`src/timerPkg.sv`:
```
package timerPkg;

  localparam int ResultWidth = 64;  // Width of every returned result

  //////////////////////
  // Command encoding
  //////////////////////

  typedef enum logic [15:0] {
    OpStart = 16'd1,
    OpStop  = 16'd2,
    OpReset = 16'd3,
    OpRead  = 16'd4,
    OpLap   = 16'd5
  } opcodeT;

  typedef struct packed {
    opcodeT      opcode;  // Upper half of the command word
    logic [15:0] arg;     // Lower half, ignored
  } cmdT;

  //////////////////////
  // Control and results
  //////////////////////

  typedef enum logic [1:0] {
    Fetch,
    Decode,
    SendWait
  } seqStateT;

  typedef enum logic {
    SnapRead,
    SnapLap
  } snapKindT;

  // Result split into its two return beats
  typedef struct packed {
    logic [31:0] hi;
    logic [31:0] lo;
  } resultT;

endpackage

```
`src/tickCounter.sv`:
```
`timescale 1ns/1ps

module tickCounter #(
  parameter int Width = 64
) (
  input  logic             ACLK,
  input  logic             ARESETN,
  input  logic             countEnable,
  input  logic             countClear,
  output logic [Width-1:0] count
);

  //////////////////////
  // Time base
  //////////////////////

  always_ff @(posedge ACLK) begin
    if (!ARESETN) begin
      count <= '0;
    end else if (countClear) begin
      count <= '0;  // Clear wins over enable
    end else if (countEnable) begin
      count <= count + 1'b1;
    end
  end

endmodule

```
`src/lapRecorder.sv`:
```
`timescale 1ns/1ps

module lapRecorder import timerPkg::*; #(
  parameter int Width = 64
) (
  input  logic                   ACLK,
  input  logic                   ARESETN,
  input  logic [Width-1:0]       count,
  input  logic                   countClear,
  input  logic                   snapStrobe,
  input  snapKindT               snapKind,
  output logic                   resultLoad,
  output logic [ResultWidth-1:0] result
);

  logic [Width-1:0] lapMark;   // Count at the previous lap
  logic [Width-1:0] lapDelta;

  assign lapDelta = count - lapMark;

  //////////////////////
  // Lap mark
  //////////////////////

  always_ff @(posedge ACLK) begin
    if (!ARESETN) begin
      lapMark    <= '0;
      resultLoad <= 1'b0;
    end else begin
      resultLoad <= snapStrobe;  // One cycle after the snapshot edge
      if (countClear) begin
        lapMark <= '0;
      end else if (snapStrobe && (snapKind == SnapLap)) begin
        lapMark <= count;
      end
    end
  end

  //////////////////////
  // Snapshot
  //////////////////////

  // Zero-extended when Width is below ResultWidth
  always_ff @(posedge ACLK) begin
    if (snapStrobe) begin
      if (snapKind == SnapLap) begin
        result <= ResultWidth'(lapDelta);
      end else begin
        result <= ResultWidth'(count);
      end
    end
  end

  // The sequencer decodes one opcode per command
  property pClearNotWithSnap;
    @(posedge ACLK) disable iff (!ARESETN)
      !(countClear && snapStrobe);
  endproperty
  aClearNotWithSnap: assert property (pClearNotWithSnap)
    else $error("countClear and snapStrobe in the same cycle");

endmodule

```
`src/returnSerializer.sv`:
```
`timescale 1ns/1ps

module returnSerializer import timerPkg::*; (
  input  logic                   ACLK,
  input  logic                   ARESETN,
  input  logic                   resultLoad,
  input  logic [ResultWidth-1:0] result,
  output logic                   retValid,
  input  logic                   retReady,
  output logic [31:0]            retData,
  output logic                   sendDone
);

  resultT held;       // Result being sent
  logic   highPhase;  // Low beat already accepted
  logic   beatAccept;

  assign beatAccept = retValid && retReady;
  assign sendDone   = beatAccept && highPhase;
  assign retData    = highPhase ? held.hi : held.lo;

  //////////////////////
  // Beat control
  //////////////////////

  always_ff @(posedge ACLK) begin
    if (!ARESETN) begin
      retValid  <= 1'b0;
      highPhase <= 1'b0;
    end else if (resultLoad) begin
      retValid  <= 1'b1;
      highPhase <= 1'b0;  // Low word first
    end else if (beatAccept) begin
      if (highPhase) begin
        retValid  <= 1'b0;
        highPhase <= 1'b0;
      end else begin
        highPhase <= 1'b1;
      end
    end
  end

  always_ff @(posedge ACLK) begin
    if (resultLoad) begin
      held <= result;
    end
  end

  //////////////////////
  // Assertions
  //////////////////////

  // Stalled beat keeps its data
  property pHoldWhileStalled;
    @(posedge ACLK) disable iff (!ARESETN)
      (retValid && !retReady) |=> (retValid && $stable(retData));
  endproperty
  aHoldWhileStalled: assert property (pHoldWhileStalled)
    else $error("retData changed while stalled");

  // A new result only after the previous one is fully sent
  property pNoLoadWhileBusy;
    @(posedge ACLK) disable iff (!ARESETN)
      resultLoad |-> !retValid;
  endproperty
  aNoLoadWhileBusy: assert property (pNoLoadWhileBusy)
    else $error("resultLoad while a result is in flight");

endmodule

```
`src/cmdSequencer.sv`:
```
`timescale 1ns/1ps

module cmdSequencer import timerPkg::*; (
  input  logic     ACLK,
  input  logic     ARESETN,
  input  logic     cmdValid,
  output logic     cmdReady,
  input  cmdT      cmdData,
  output logic     countEnable,
  output logic     countClear,
  output logic     snapStrobe,
  output snapKindT snapKind,
  input  logic     sendDone
);

  seqStateT state;
  cmdT      cmdReg;     // Command latched in Fetch
  logic     enableReg;  // Running flag
  logic     isDecode;
  logic     startNow;
  logic     stopNow;

  //////////////////////
  // Decode
  //////////////////////

  assign isDecode = (state == Decode);
  assign cmdReady = (state == Fetch);

  assign startNow   = isDecode && (cmdReg.opcode == OpStart);
  assign stopNow    = isDecode && (cmdReg.opcode == OpStop);
  assign countClear = isDecode && (cmdReg.opcode == OpReset);
  assign snapStrobe = isDecode && ((cmdReg.opcode == OpRead) || (cmdReg.opcode == OpLap));
  assign snapKind   = (cmdReg.opcode == OpLap) ? SnapLap : SnapRead;

  // Start and Stop act on the counter at the edge leaving Decode
  assign countEnable = startNow || (enableReg && !stopNow);

  always_ff @(posedge ACLK) begin
    if (!ARESETN) begin
      enableReg <= 1'b0;
    end else if (startNow) begin
      enableReg <= 1'b1;
    end else if (stopNow) begin
      enableReg <= 1'b0;
    end
  end

  always_ff @(posedge ACLK) begin
    if (cmdValid && cmdReady) begin
      cmdReg <= cmdData;
    end
  end

  //////////////////////
  // FSM
  //////////////////////

  always_ff @(posedge ACLK) begin
    if (!ARESETN) begin
      state <= Fetch;
    end else begin
      case (state)
        Fetch: begin
          if (cmdValid) begin
            state <= Decode;
          end
        end
        Decode: begin
          if (snapStrobe) begin
            state <= SendWait;  // Wait for both beats
          end else begin
            state <= Fetch;     // Start, Stop, Reset and unknown opcodes
          end
        end
        SendWait: begin
          if (sendDone) begin
            state <= Fetch;
          end
        end
        default: begin
          state <= Fetch;
        end
      endcase
    end
  end

  //////////////////////
  // Assertions
  //////////////////////

  // Serializer only finishes a result that was asked for
  property pSendDoneInSendWait;
    @(posedge ACLK) disable iff (!ARESETN)
      sendDone |-> (state == SendWait);
  endproperty
  aSendDoneInSendWait: assert property (pSendDoneInSendWait)
    else $error("sendDone outside SendWait");

endmodule

```
`src/stopwatchTop.sv`:
```
`timescale 1ns/1ps

module stopwatchTop import timerPkg::*; #(
  parameter int CountWidth = 64
) (
  input  logic        ACLK,
  input  logic        ARESETN,
  input  logic        cmdValid,
  output logic        cmdReady,
  input  cmdT         cmdData,
  output logic        retValid,
  input  logic        retReady,
  output logic [31:0] retData
);

  logic                   countEnable;
  logic                   countClear;
  logic [CountWidth-1:0]  count;
  logic                   snapStrobe;
  snapKindT               snapKind;
  logic                   resultLoad;
  logic [ResultWidth-1:0] result;
  logic                   sendDone;

  cmdSequencer uSequencer (
    .ACLK        (ACLK),
    .ARESETN     (ARESETN),
    .cmdValid    (cmdValid),
    .cmdReady    (cmdReady),
    .cmdData     (cmdData),
    .countEnable (countEnable),
    .countClear  (countClear),
    .snapStrobe  (snapStrobe),
    .snapKind    (snapKind),
    .sendDone    (sendDone)
  );

  tickCounter #(.Width(CountWidth)) uCounter (
    .ACLK        (ACLK),
    .ARESETN     (ARESETN),
    .countEnable (countEnable),
    .countClear  (countClear),
    .count       (count)
  );

  lapRecorder #(.Width(CountWidth)) uLap (
    .ACLK       (ACLK),
    .ARESETN    (ARESETN),
    .count      (count),
    .countClear (countClear),
    .snapStrobe (snapStrobe),
    .snapKind   (snapKind),
    .resultLoad (resultLoad),
    .result     (result)
  );

  returnSerializer uSerializer (
    .ACLK       (ACLK),
    .ARESETN    (ARESETN),
    .resultLoad (resultLoad),
    .result     (result),
    .retValid   (retValid),
    .retReady   (retReady),
    .retData    (retData),
    .sendDone   (sendDone)
  );

endmodule

```
`config.mk`:
```
export PLATFORM = sky130hd
export DESIGN_NAME = stopwatchTop
export DESIGN_NICKNAME = d
export VERILOG_FILES = /design/src/timerPkg.sv /design/src/tickCounter.sv /design/src/lapRecorder.sv /design/src/returnSerializer.sv /design/src/cmdSequencer.sv /design/src/stopwatchTop.sv
export SDC_FILE = /design/constraint.sdc
export NUM_CORES = 1
export LEC_CHECK = 0
export BUFFER_PORTS_ARGS = -buffer_cell sky130_fd_sc_hd__buf_2
export CAP_MARGIN = 10
export CELL_PAD_IN_SITES_DETAIL_PLACEMENT = 0
export CELL_PAD_IN_SITES_GLOBAL_PLACEMENT = 2
export CORE_ASPECT_RATIO = 0.7
export CORE_MARGIN = 1
export CORE_UTILIZATION = 40
export CTS_BUF_LIST = sky130_fd_sc_hd__clkbuf_16
export CTS_CLUSTER_DIAMETER = 50
export DETAILED_ROUTE_END_ITERATION = 7
export GPL_TIMING_DRIVEN = 1
export PLACE_DENSITY_LB_ADDON = 0.1
export SLEW_MARGIN = 20
export SYNTH_ARGS = -nofsm -noshare
export SYNTH_HDL_FRONTEND = slang
export SYNTH_SLANG_ARGS = --single-unit
export TNS_END_PERCENT = 50
```
`constraint.sdc`:
```
create_clock -name ACLK -period 4.65 [get_ports ACLK]
set_input_delay 0 -clock ACLK [delete_from_list [all_inputs] [get_ports ACLK]]
set_output_delay 0 -clock ACLK [all_outputs]
set_load 0.005 [all_outputs]
```
# [Word level (Yosys, flattened, before mapping)]
# Index checks and enable logic that the tools add are counted.
[op_classes] div_mod_pow=0 magnitude_cmp=0 addsub=2 eq_ne=9 mul=0 n_shift=0 n_bitwise=1 n_mux=13 n_reduce_logical=20
[op_table] op="64-bit by 1-bit adder with 64-bit output, second input constant" count=1
[op_table] op="64-bit two-way mux" count=1
[op_table] op="64-bit subtractor" count=1
[op_table] op="16-bit by 2-bit == test with 1-bit output, second input constant" count=2
[op_table] op="16-bit by 3-bit == test with 1-bit output, second input constant" count=2
[op_table] op="32-bit two-way mux" count=1
[op_table] op="16-bit by 1-bit == test with 1-bit output, second input constant" count=1
[op_table] op="1-bit logical AND" count=9
[op_table] op="1-bit two-way mux" count=7
[op_table] op="2-bit two-way mux" count=3
[op_table] op="2-bit one-hot mux with 3 select lines" count=1
[op_table] op="2-bit nonzero test" count=3
[op_table] op="2-bit inequality test, second input constant" count=2
[op_table] op="2-bit AND reduction" count=2
[op_table] op="2-bit OR reduction" count=2
[op_table] op="2-bit by 1-bit == test with 1-bit output, second input constant" count=1
[op_table] op="2-bit == test, second input constant" count=1
[op_table] op="2-bit zero test" count=1
[op_table] op="1-bit logical OR" count=2
[op_table] op="1-bit zero test" count=1
[op_table] op="1-bit inverter" count=1
[totals] ff_bits=278 latchBits=0 wordCells=56 in_bits=36 ramBits=0 out_inout_bits=34 mem_count=0 mem_bits_ro=0

# [Depth between registers and ports, before layout]
# Gate-level depths: netlist (run 1).
[depth] word_depth=5 mapped_depth=14

# [By module]
# A second synthesis (run 1) with hierarchy kept.
[unflattened] hier_cells=1590 hier_area_um2=15489.9
[modules_own_cells] module="lapRecorder" cells_per_inst=1073 area_each_um2=9125.0 instances=1
[modules_own_cells] module="tickCounter" cells_per_inst=366 area_each_um2=3124.2 instances=1
[modules_own_cells] module="returnSerializer" cells_per_inst=109 area_each_um2=2518.7 instances=1
[modules_own_cells] module="cmdSequencer" cells_per_inst=42 area_each_um2=721.9 instances=1

# [Least setup slack after synthesis (run 1)]
# Ideal clock, no wire load.
[synth_timing] path_type="reg2reg" from="reg uCounter.count[0]" to="reg uLap.result[60] (data pin)" setup_ns=0.162 t_arrival_ns=3.127 required_ns=4.488 stages_incl_launch_ff=15 n_path_buf=0 path_slack_ns=1.361 path_cell_list="dfxtp_1 > inv_1 > ha_1 > fa_1 > nor2b_1 > o2111ai_1 > a21oi_1 > o31ai_2 > o22ai_1 > a41oi_1 > a21o_1 > o21ai_1 > nand3_1 > a211o_1 > o2111ai_1"
[synth_between] elab_chain_len=2
[synth_rtl] item="from (decl)" line="tickCounter.sv:10" source="output logic [Width-1:0] count"
[synth_rtl] item="from (signal assigned)" line="tickCounter.sv:23" source="count <= count + 1'b1;"
[synth_rtl] item="64-bit subtractor" line="lapRecorder.sv:19" source="assign lapDelta = count - lapMark;"
[synth_rtl] item="64-bit two-way mux" line="lapRecorder.sv:46" source="if (snapKind == SnapLap) begin"
[synth_rtl] item="to (signal assigned)" line="lapRecorder.sv:47" source="result <= ResultWidth'(lapDelta);"
[synth_rtl] item="to (signal assigned)" line="lapRecorder.sv:49" source="result <= ResultWidth'(count);"
[synth_rtl] item="to (decl)" line="lapRecorder.sv:13" source="output logic [ResultWidth-1:0] result"
# Every way passes these cells.
# A chain may end at the register's enable or synchronous reset.

# [Worst setup path after layout (run 1)]
# Same ends and word-level chain as after synthesis.

==> results of run 1 <==
[kinds of logic after synthesis]
family | after synthesis | share of synthesized area
adders and majority gates | 65 | 0.0571
AOI/OAI and AO/OA | 366 | 0.153
buffers and inverters | 151 | 0.0410
xor gates and xnor gates | 115 | 0.0701
muxes | 34 | 0.0265
and+or+nand+nor | 517 | 0.165
DFF | 278 | 0.487
[repair_timing]
action | CTS | global route
hold buffers | 21 | 0
resized for setup | 0 | 0
buffers inserted | 0 | 0
hold endpoints to repair | 22 | 0
[metal layers]
metal | share of wire | vias to the layer above | global-route usage
li1 | - | 5486 | -
met2 | 0.41 | 215 | 0.314
met5 | 0 | - | 0
met4 | 0.015 | 0 | 0.0360
met1 | 0.53 | 5203 | 0.332
met3 | 0.042 | 32 | 0.0249
[registers in the layout, indices dropped and copies added, names as in the netlist]
signal,cells
uSerializer.held,64
uSerializer.retValid,1
uSequencer.enableReg,1
uLap.result,64
uSequencer.state,2
uLap.lapMark,64
uLap.resultLoad,1
uCounter.count,64
uSequencer.cmdReg,16
uSerializer.highPhase,1
[per-stage QoR]
stage | setup WS (ns) | utilization | total power, uW | std cells
final | 0.647 | 0.469 | 5170 | 2082
after global routing | 0.410 | 0.469 | 5340 | 2082
after CTS | 0.638 | 0.469 | 5240 | 2082
after detailed placement | 0.659 | 0.432 | 2660 | 2003
after global placement | 0.682 | 0.432 | 2660 | 2003
after floorplan | 1.36 | - | 2650 | 1526
[cell usage in the layout, fill, tap and decap left out, drive strengths merged, types with 3 or more instances in the layout]
cell type / Yosys / layout
a211o: 3 / 3
a211oi: 7 / 7
a21boi: 5 / 5
a21o: 37 / 37
a21oi: 138 / 138
a31oi: 11 / 11
a41o: 3 / 3
a41oi: 4 / 4
and2: 16 / 16
and3: 16 / 16
and4: 8 / 8
buf: 7 / 72
bufinv: 0 / 4
clkbuf: 60 / 31
clkinv: 0 / 10
clkinvlp: 0 / 5
dfxtp: 134 / 134
dlygate4sd3: 0 / 21
edfxtp: 144 / 144
ha: 64 / 64
inv: 84 / 92
mux2: 33 / 33
nand2: 274 / 274
nand2b: 7 / 7
nand3: 37 / 37
nand4: 28 / 28
nor2: 94 / 94
nor2b: 6 / 6
nor3: 9 / 9
nor4: 4 / 4
o211ai: 5 / 5
o21a: 7 / 7
o21ai: 105 / 105
o21bai: 12 / 12
o221ai: 5 / 5
o31ai: 6 / 6
or2: 3 / 3
or3: 10 / 10
xnor2: 40 / 40
xor2: 75 / 75
[layout make-up]
cell class	instances	area share
Clock inverter	27	0.0177
Multi-Input combinational cell	1097	0.415
Timing Repair Buffer	93	0.0377
Inverter	84	0.0192
Clock buffer	31	0.0473
Tap cell	472	0.0360
Sequential cell	278	0.427
[power breakdown]
| group | leakage (uW) | total (uW) | switching [uW] | internal, uW |
|---|---|---|---|---|
| Sequential | 0.00240 | 2570 | 5.04 | 2570 |
| Combinational | 0.00329 | 52.7 | 31.2 | 21.5 |
| Clock | 0.000512 | 2550 | 1080 | 1460 |
[worst max-delay path by stage]
stage / start / end / slack [ns] / depth (start not counted)
floorplan: uCounter.count[0]$_SDFFE_PP0P_ / uLap.result[60]$_DFFE_PP_ / 1.36 / 14
global placement: uCounter.count[0]$_SDFFE_PP0P_ / uLap.result[60]$_DFFE_PP_ / 0.68 / 15
detailed placement: uCounter.count[0]$_SDFFE_PP0P_ / uLap.result[60]$_DFFE_PP_ / 0.66 / 15
CTS: uCounter.count[0]$_SDFFE_PP0P_ / uLap.result[60]$_DFFE_PP_ / 0.64 / 15
global route: uCounter.count[0]$_SDFFE_PP0P_ / uLap.result[60]$_DFFE_PP_ / 0.41 / 15
finish: uCounter.count[0]$_SDFFE_PP0P_ / uLap.result[60]$_DFFE_PP_ / 0.65 / 15
==> run_results.csv, run 1 <==
group,metric,value,unit
setup_path,cp_cell_sequence,"inv_1 > ha_1 > fa_1 > nor2b_1 > o2111ai_1 > a21oi_1 > o31ai_2 > o22ai_1 > a41oi_1 > buf_4 > a21o_1 > o21ai_1 > nand3_1 > a211o_1 > o2111ai_1",
floorplan,dieArea,36700,sq um
detailed_routing,vias,10936,
place,hpwlAfterDp,27.8,mm
detailed_routing,ant_nets,0,
logic_synthesis,synthesis.area,14400,sq um
logic_synthesis,ys_async_sr_fraction,0,
logic_synthesis,synth_edf_count,144,
timing,tightest_slew,1.03,ns
logic_synthesis,ys_seq_elements,278,
place,portBuffers,53,
worst_hold_path,min_path_cells,2,
timing,worst_slew_margin_rel,0.311,
logic_synthesis,netlist-cell-type-count,69,
cells_and_area,syn_to_final_growth,14.1,%
floorplan,die-height,161,um
setup_path,cpMostUsedCell,"o2111ai_1",
cells_and_area,nets,1686,
detailed_routing,post_drt_via_cell_ratio,5.25,
logic_synthesis,syn-instance-count,1526,
logic_synthesis,syn_area_per_cell,9.42,sq um
logic_synthesis,yosysMostFrequentCell,"nand2_1",
timing,holdWs,0.113,ns
cells_and_area,design_area,16400,sq um
cells_and_area,fillers,3348,
grt,grt_use_total,0.212,
power,ir_drop,0.257,mV
grt,grt_max_degree,66,
cells_and_area,drive_gt1_frac,0.111,
floorplan,fp.dieW,229,um
logic_synthesis,yosysTopAreaCell,"edfxtp_1",
logic_synthesis,synth.area.top_cells,"edfxtp_1 30%, dfxtp_1 19%, nand2_1 7.2%, ha_1 5.6%, a21oi_1 4.8%",
setup_path,regToRegEndpoint,"uLap.result[60]$_DFFE_PP_",
floorplan,fp-row-count,57,
power,power_leakage,0.00620,uW
timing,slew_viol_final,0,
logic_synthesis,syn_nets,1627,
cts,insertion_delay,0.59,ns
cts,root_buffer,"clkbuf_16",
timing,setup_viol,0,
floorplan,coreArea,35000,sq um
cells_and_area,seq_area,7010,sq um
timing,max_freq,250,MHz
detailed_routing,wl,39.2,mm
logic_synthesis,synth_flop_cell,"edfxtp_1",
logic_synthesis,ys_top_cells_by_count,"274 x nand2_1, 144 x edfxtp_1, 138 x a21oi_1, 134 x dfxtp_1, 92 x nor2_1",
timing,hold_viol_final,0,
cts,cts.sinks,278,
status,outcome,"completed",
grt,overflow,0,
floorplan,io_pins,70,
detailed_routing,drt-pass1-iter-count,5,
logic_synthesis,yosys_warnings,0,
worst_hold_path,hold_path.class,"in -> reg",
grt,grt_pass1_wl,60.5,mm
timing,finalCriticalPeriod,4.00,ns
cts,clockBufferDepth,3,
cells_and_area,n_antenna_cell,0,
power,powerDensity,315,nW/um^2
cts,ctsHtreeMaxLevel,1,
setup_path,cp_top_family,"compound AO/OA/AOI/OAI gates",
logic_synthesis,synth.top_cell.area_share,0.301,
detailed_routing,wl_per_cell,18.8,um
setup_path,worstSetupPathType,"reg -> reg",
grt,grt_pass1_vias,10328,
cts,cts.clk_slew.worst_paths,0.06,ns
place,place_area,15100,sq um
grt,antenna_found_initial,3,
setup_path,critPathLaunchType,"flip-flop",
setup_path,slowest_stage,"o22ai_1",
setup_path,crit_buf_inv,2,
setup_path,worst_ep_required_time,5.07,ns
timing,rsz0062_at_grt,"no",
cts,cts_buffers,31,
setup_path,cp.arrival,4.42,ns
cells_and_area,multiInputGateArea,6810,sq um
place,place_congestion,0.853,
setup_path,critPathMaxStageDelay,0.44,ns
setup_path,cp_max_fo,6,
setup_path,reg2reg_from,"uCounter.count[0]$_SDFFE_PP0P_",
setup_path,cp-end-kind,"flip-flop",
logic_synthesis,seq_area_frac_synth,0.487,
detailed_routing,drc,0,
worst_hold_path,min_to,"uSequencer.cmdReg[19]$_DFFE_PP_",
detailed_routing,drtIter0Drc,794,
setup_path,ff2ff_setup_slack,0.65,ns
floorplan,start_util,0.411,
setup_path,r2r.worst_path.cells,15,
cts,cts_tree,"built",
worst_hold_path,hp-start,"cmdData[19]",
timing,clock_skew,0.0196,ns
timing,period_share,0.861,
job,maxCapViolCount,0,
timing,setup_tns,0,ns
(Power assumes the default switching activity.)
==> run 2, diff against run 1 <==
CORE_UTILIZATION = 41   (was 40)
CTS_BUF_LIST = sky130_fd_sc_hd__clkbuf_8   (was sky130_fd_sc_hd__clkbuf_16)
TNS_END_PERCENT = default   (was 50)
==> run_results.csv, run 2 (synthesis gave the netlist of run 1 again) <==
group,metric,value,unit
floorplan,fp-row-count,56,
cells_and_area,n_antenna_cell,0,
cts,cts_resized,0,
timing,setup_viol,0,
detailed_routing,drtIter0Drc,794,
timing,worst_slew_margin_rel,0.317,
cells_and_area,layout_common_cells,"272 x nand2_1, 144 x edfxtp_1, 138 x a21oi_1, 133 x dfxtp_1, 100 x inv_1",
detailed_routing,vias,10972,
grt,grt_max_degree,72,
status,outcome,"completed",
cts,clockBufferDepth,3,
setup_path,cp_max_fo,6,
cts,ctsHtreeMaxLevel,2,
cells_and_area,layout_commonest_cell,"nand2_1",
cells_and_area,drive_gt1_frac,0.114,
timing,tightest_slew,1.02,ns
setup_path,worst_ep_required_time,5.06,ns
setup_path,worstSetupPathType,"reg -> reg",
timing,hold_viol_final,0,
cells_and_area,syn_to_final_growth,12.8,%
timing,holdWs,0.139,ns
place,place_congestion,0.875,
grt,use_met2,0.329,
worst_hold_path,min_path_cells,2,
floorplan,io_pins,70,
cts,cts_hold_buf,21,
grt,grt_pass1_vias,10440,
worst_hold_path,hold_path.class,"in -> reg",
grt,busiest_layer,"met1",
setup_path,cp-end-kind,"flip-flop",
floorplan,coreArea,34000,sq um
cts,cts.clk_slew.worst_paths,0.06,ns
power,powerDensity,293,nW/um^2
place,hpwlAfterDp,27.7,mm
detailed_routing,wl_per_cell,18.9,um
timing,rsz0062_at_grt,"no",
detailed_routing,post_drt_via_cell_ratio,5.23,
grt,antenna_found_initial,1,
timing,period_share,0.841,
timing,finalCriticalPeriod,3.91,ns
timing,slew_viol_final,0,
cts,postCtsSetupBuffers,0,
power,power_leakage,0.00620,uW
grt,grt_pass1_wl,61.1,mm
cells_and_area,nets,1697,
cts,cts_buffers,45,
cts,cts.sinks,278,
power,ir_drop,0.161,mV
setup_path,r2r.worst_path.cells,15,
timing,clock_skew,0.0192,ns
timing,setup_tns,0,ns
floorplan,fp.dieW,226,um
cts,insertion_delay,0.58,ns
floorplan,start_util,0.423,
detailed_routing,wl,39.6,mm
floorplan,die-height,159,um
job,maxCapViolCount,0,
cts,root_buffer,"clkbuf_8",
grt,grtUsageMet3,0.0373,
detailed_routing,drc,0,
grt,grt_use_total,0.225,
grt,grtUsageMet1,0.335,
setup_path,critPathLaunchType,"flip-flop",
floorplan,dieArea,35800,sq um
grt,overflow,0,
timing,max_freq,256,MHz
setup_path,cp.arrival,4.31,ns
place,portBuffers,53,
cts,cts_tree,"built",
detailed_routing,ant_nets,0,
detailed_routing,drt-pass1-iter-count,5,
run 2: power breakdown:
group	total, uW	switching [uW]	internal (uW)
Sequential	2570	5.20	2570
Clock	2120	1010	1100
Combinational	56.0	33.1	22.9
Total	4740	1050	3690
run 2: area by class of cell:
| cell class | count | area [sq um] |
|---|---|---|
| Clock buffer | 50 | 688 |
| Inverter | 84 | 315 |
| Timing Repair Buffer | 90 | 621 |
| Multi-Input combinational cell | 1097 | 6810 |
| Clock inverter | 34 | 195 |
| Sequential cell | 278 | 7010 |
| Tap cell | 464 | 581 |
| Fill cell | 3275 | 17800 |
run 2: path summary, 6_finish.rpt:
path / slack (ns) / to / start
worst max-delay path: 0.74 / uLap.result[60]$_DFFE_PP_ / uCounter.count[0]$_SDFFE_PP0P_
worst max register to register: 0.74 / uLap.result[60]$_DFFE_PP_ / uCounter.count[0]$_SDFFE_PP0P_
worst min-delay path: 0.14 / uSequencer.cmdReg[21]$_DFFE_PP_ / cmdData[21]
worst min register to register: 0.41 / uSerializer.held[35]$_DFFE_PP_ / uLap.result[35]$_DFFE_PP_
run 2: metal layers:
metal | wire length (um) | up-vias | part of all wire
met5 | 0 | - | 0
met4 | 1140 | 0 | 0.029
met3 | 1750 | 60 | 0.044
met2 | 16500 | 202 | 0.42
met1 | 20200 | 5196 | 0.51
li1 | - | 5514 | -
run 2: worst max-delay path, cell delays in order (launching register included):
cell	delay, ns
dfxtp_1	0.44
inv_1	0.07
ha_1	0.23
fa_1	0.40
nor2b_1	0.17
o2111ai_1	0.17
a21oi_1	0.31
o31ai_2	0.16
o22ai_1	0.14
buf_4	0.19
a41oi_1	0.33
a21o_1	0.30
o21ai_1	0.29
nand3_1	0.12
a211o_1	0.30
o2111ai_1	0.12
run 2: metrics by stage:
| stage | power (uW) | instance area [sq um] | util | setup slack (ns) | std cells |
|---|---|---|---|---|---|
| 6_report | 4740 | 16200 | 0.477 | 0.741 | 2097 |
| 5_1_grt | 4920 | 16200 | 0.477 | 0.499 | 2097 |
| 4_1_cts | 4810 | 16200 | 0.477 | 0.737 | 2097 |
| 3_5_place_dp | 2670 | 15100 | 0.445 | 0.771 | 1992 |
| 3_3_place_gp | 2670 | 15100 | 0.445 | 0.804 | 1992 |
| 2_1_floorplan | 2650 | 14400 | - | 1.36 | 1526 |
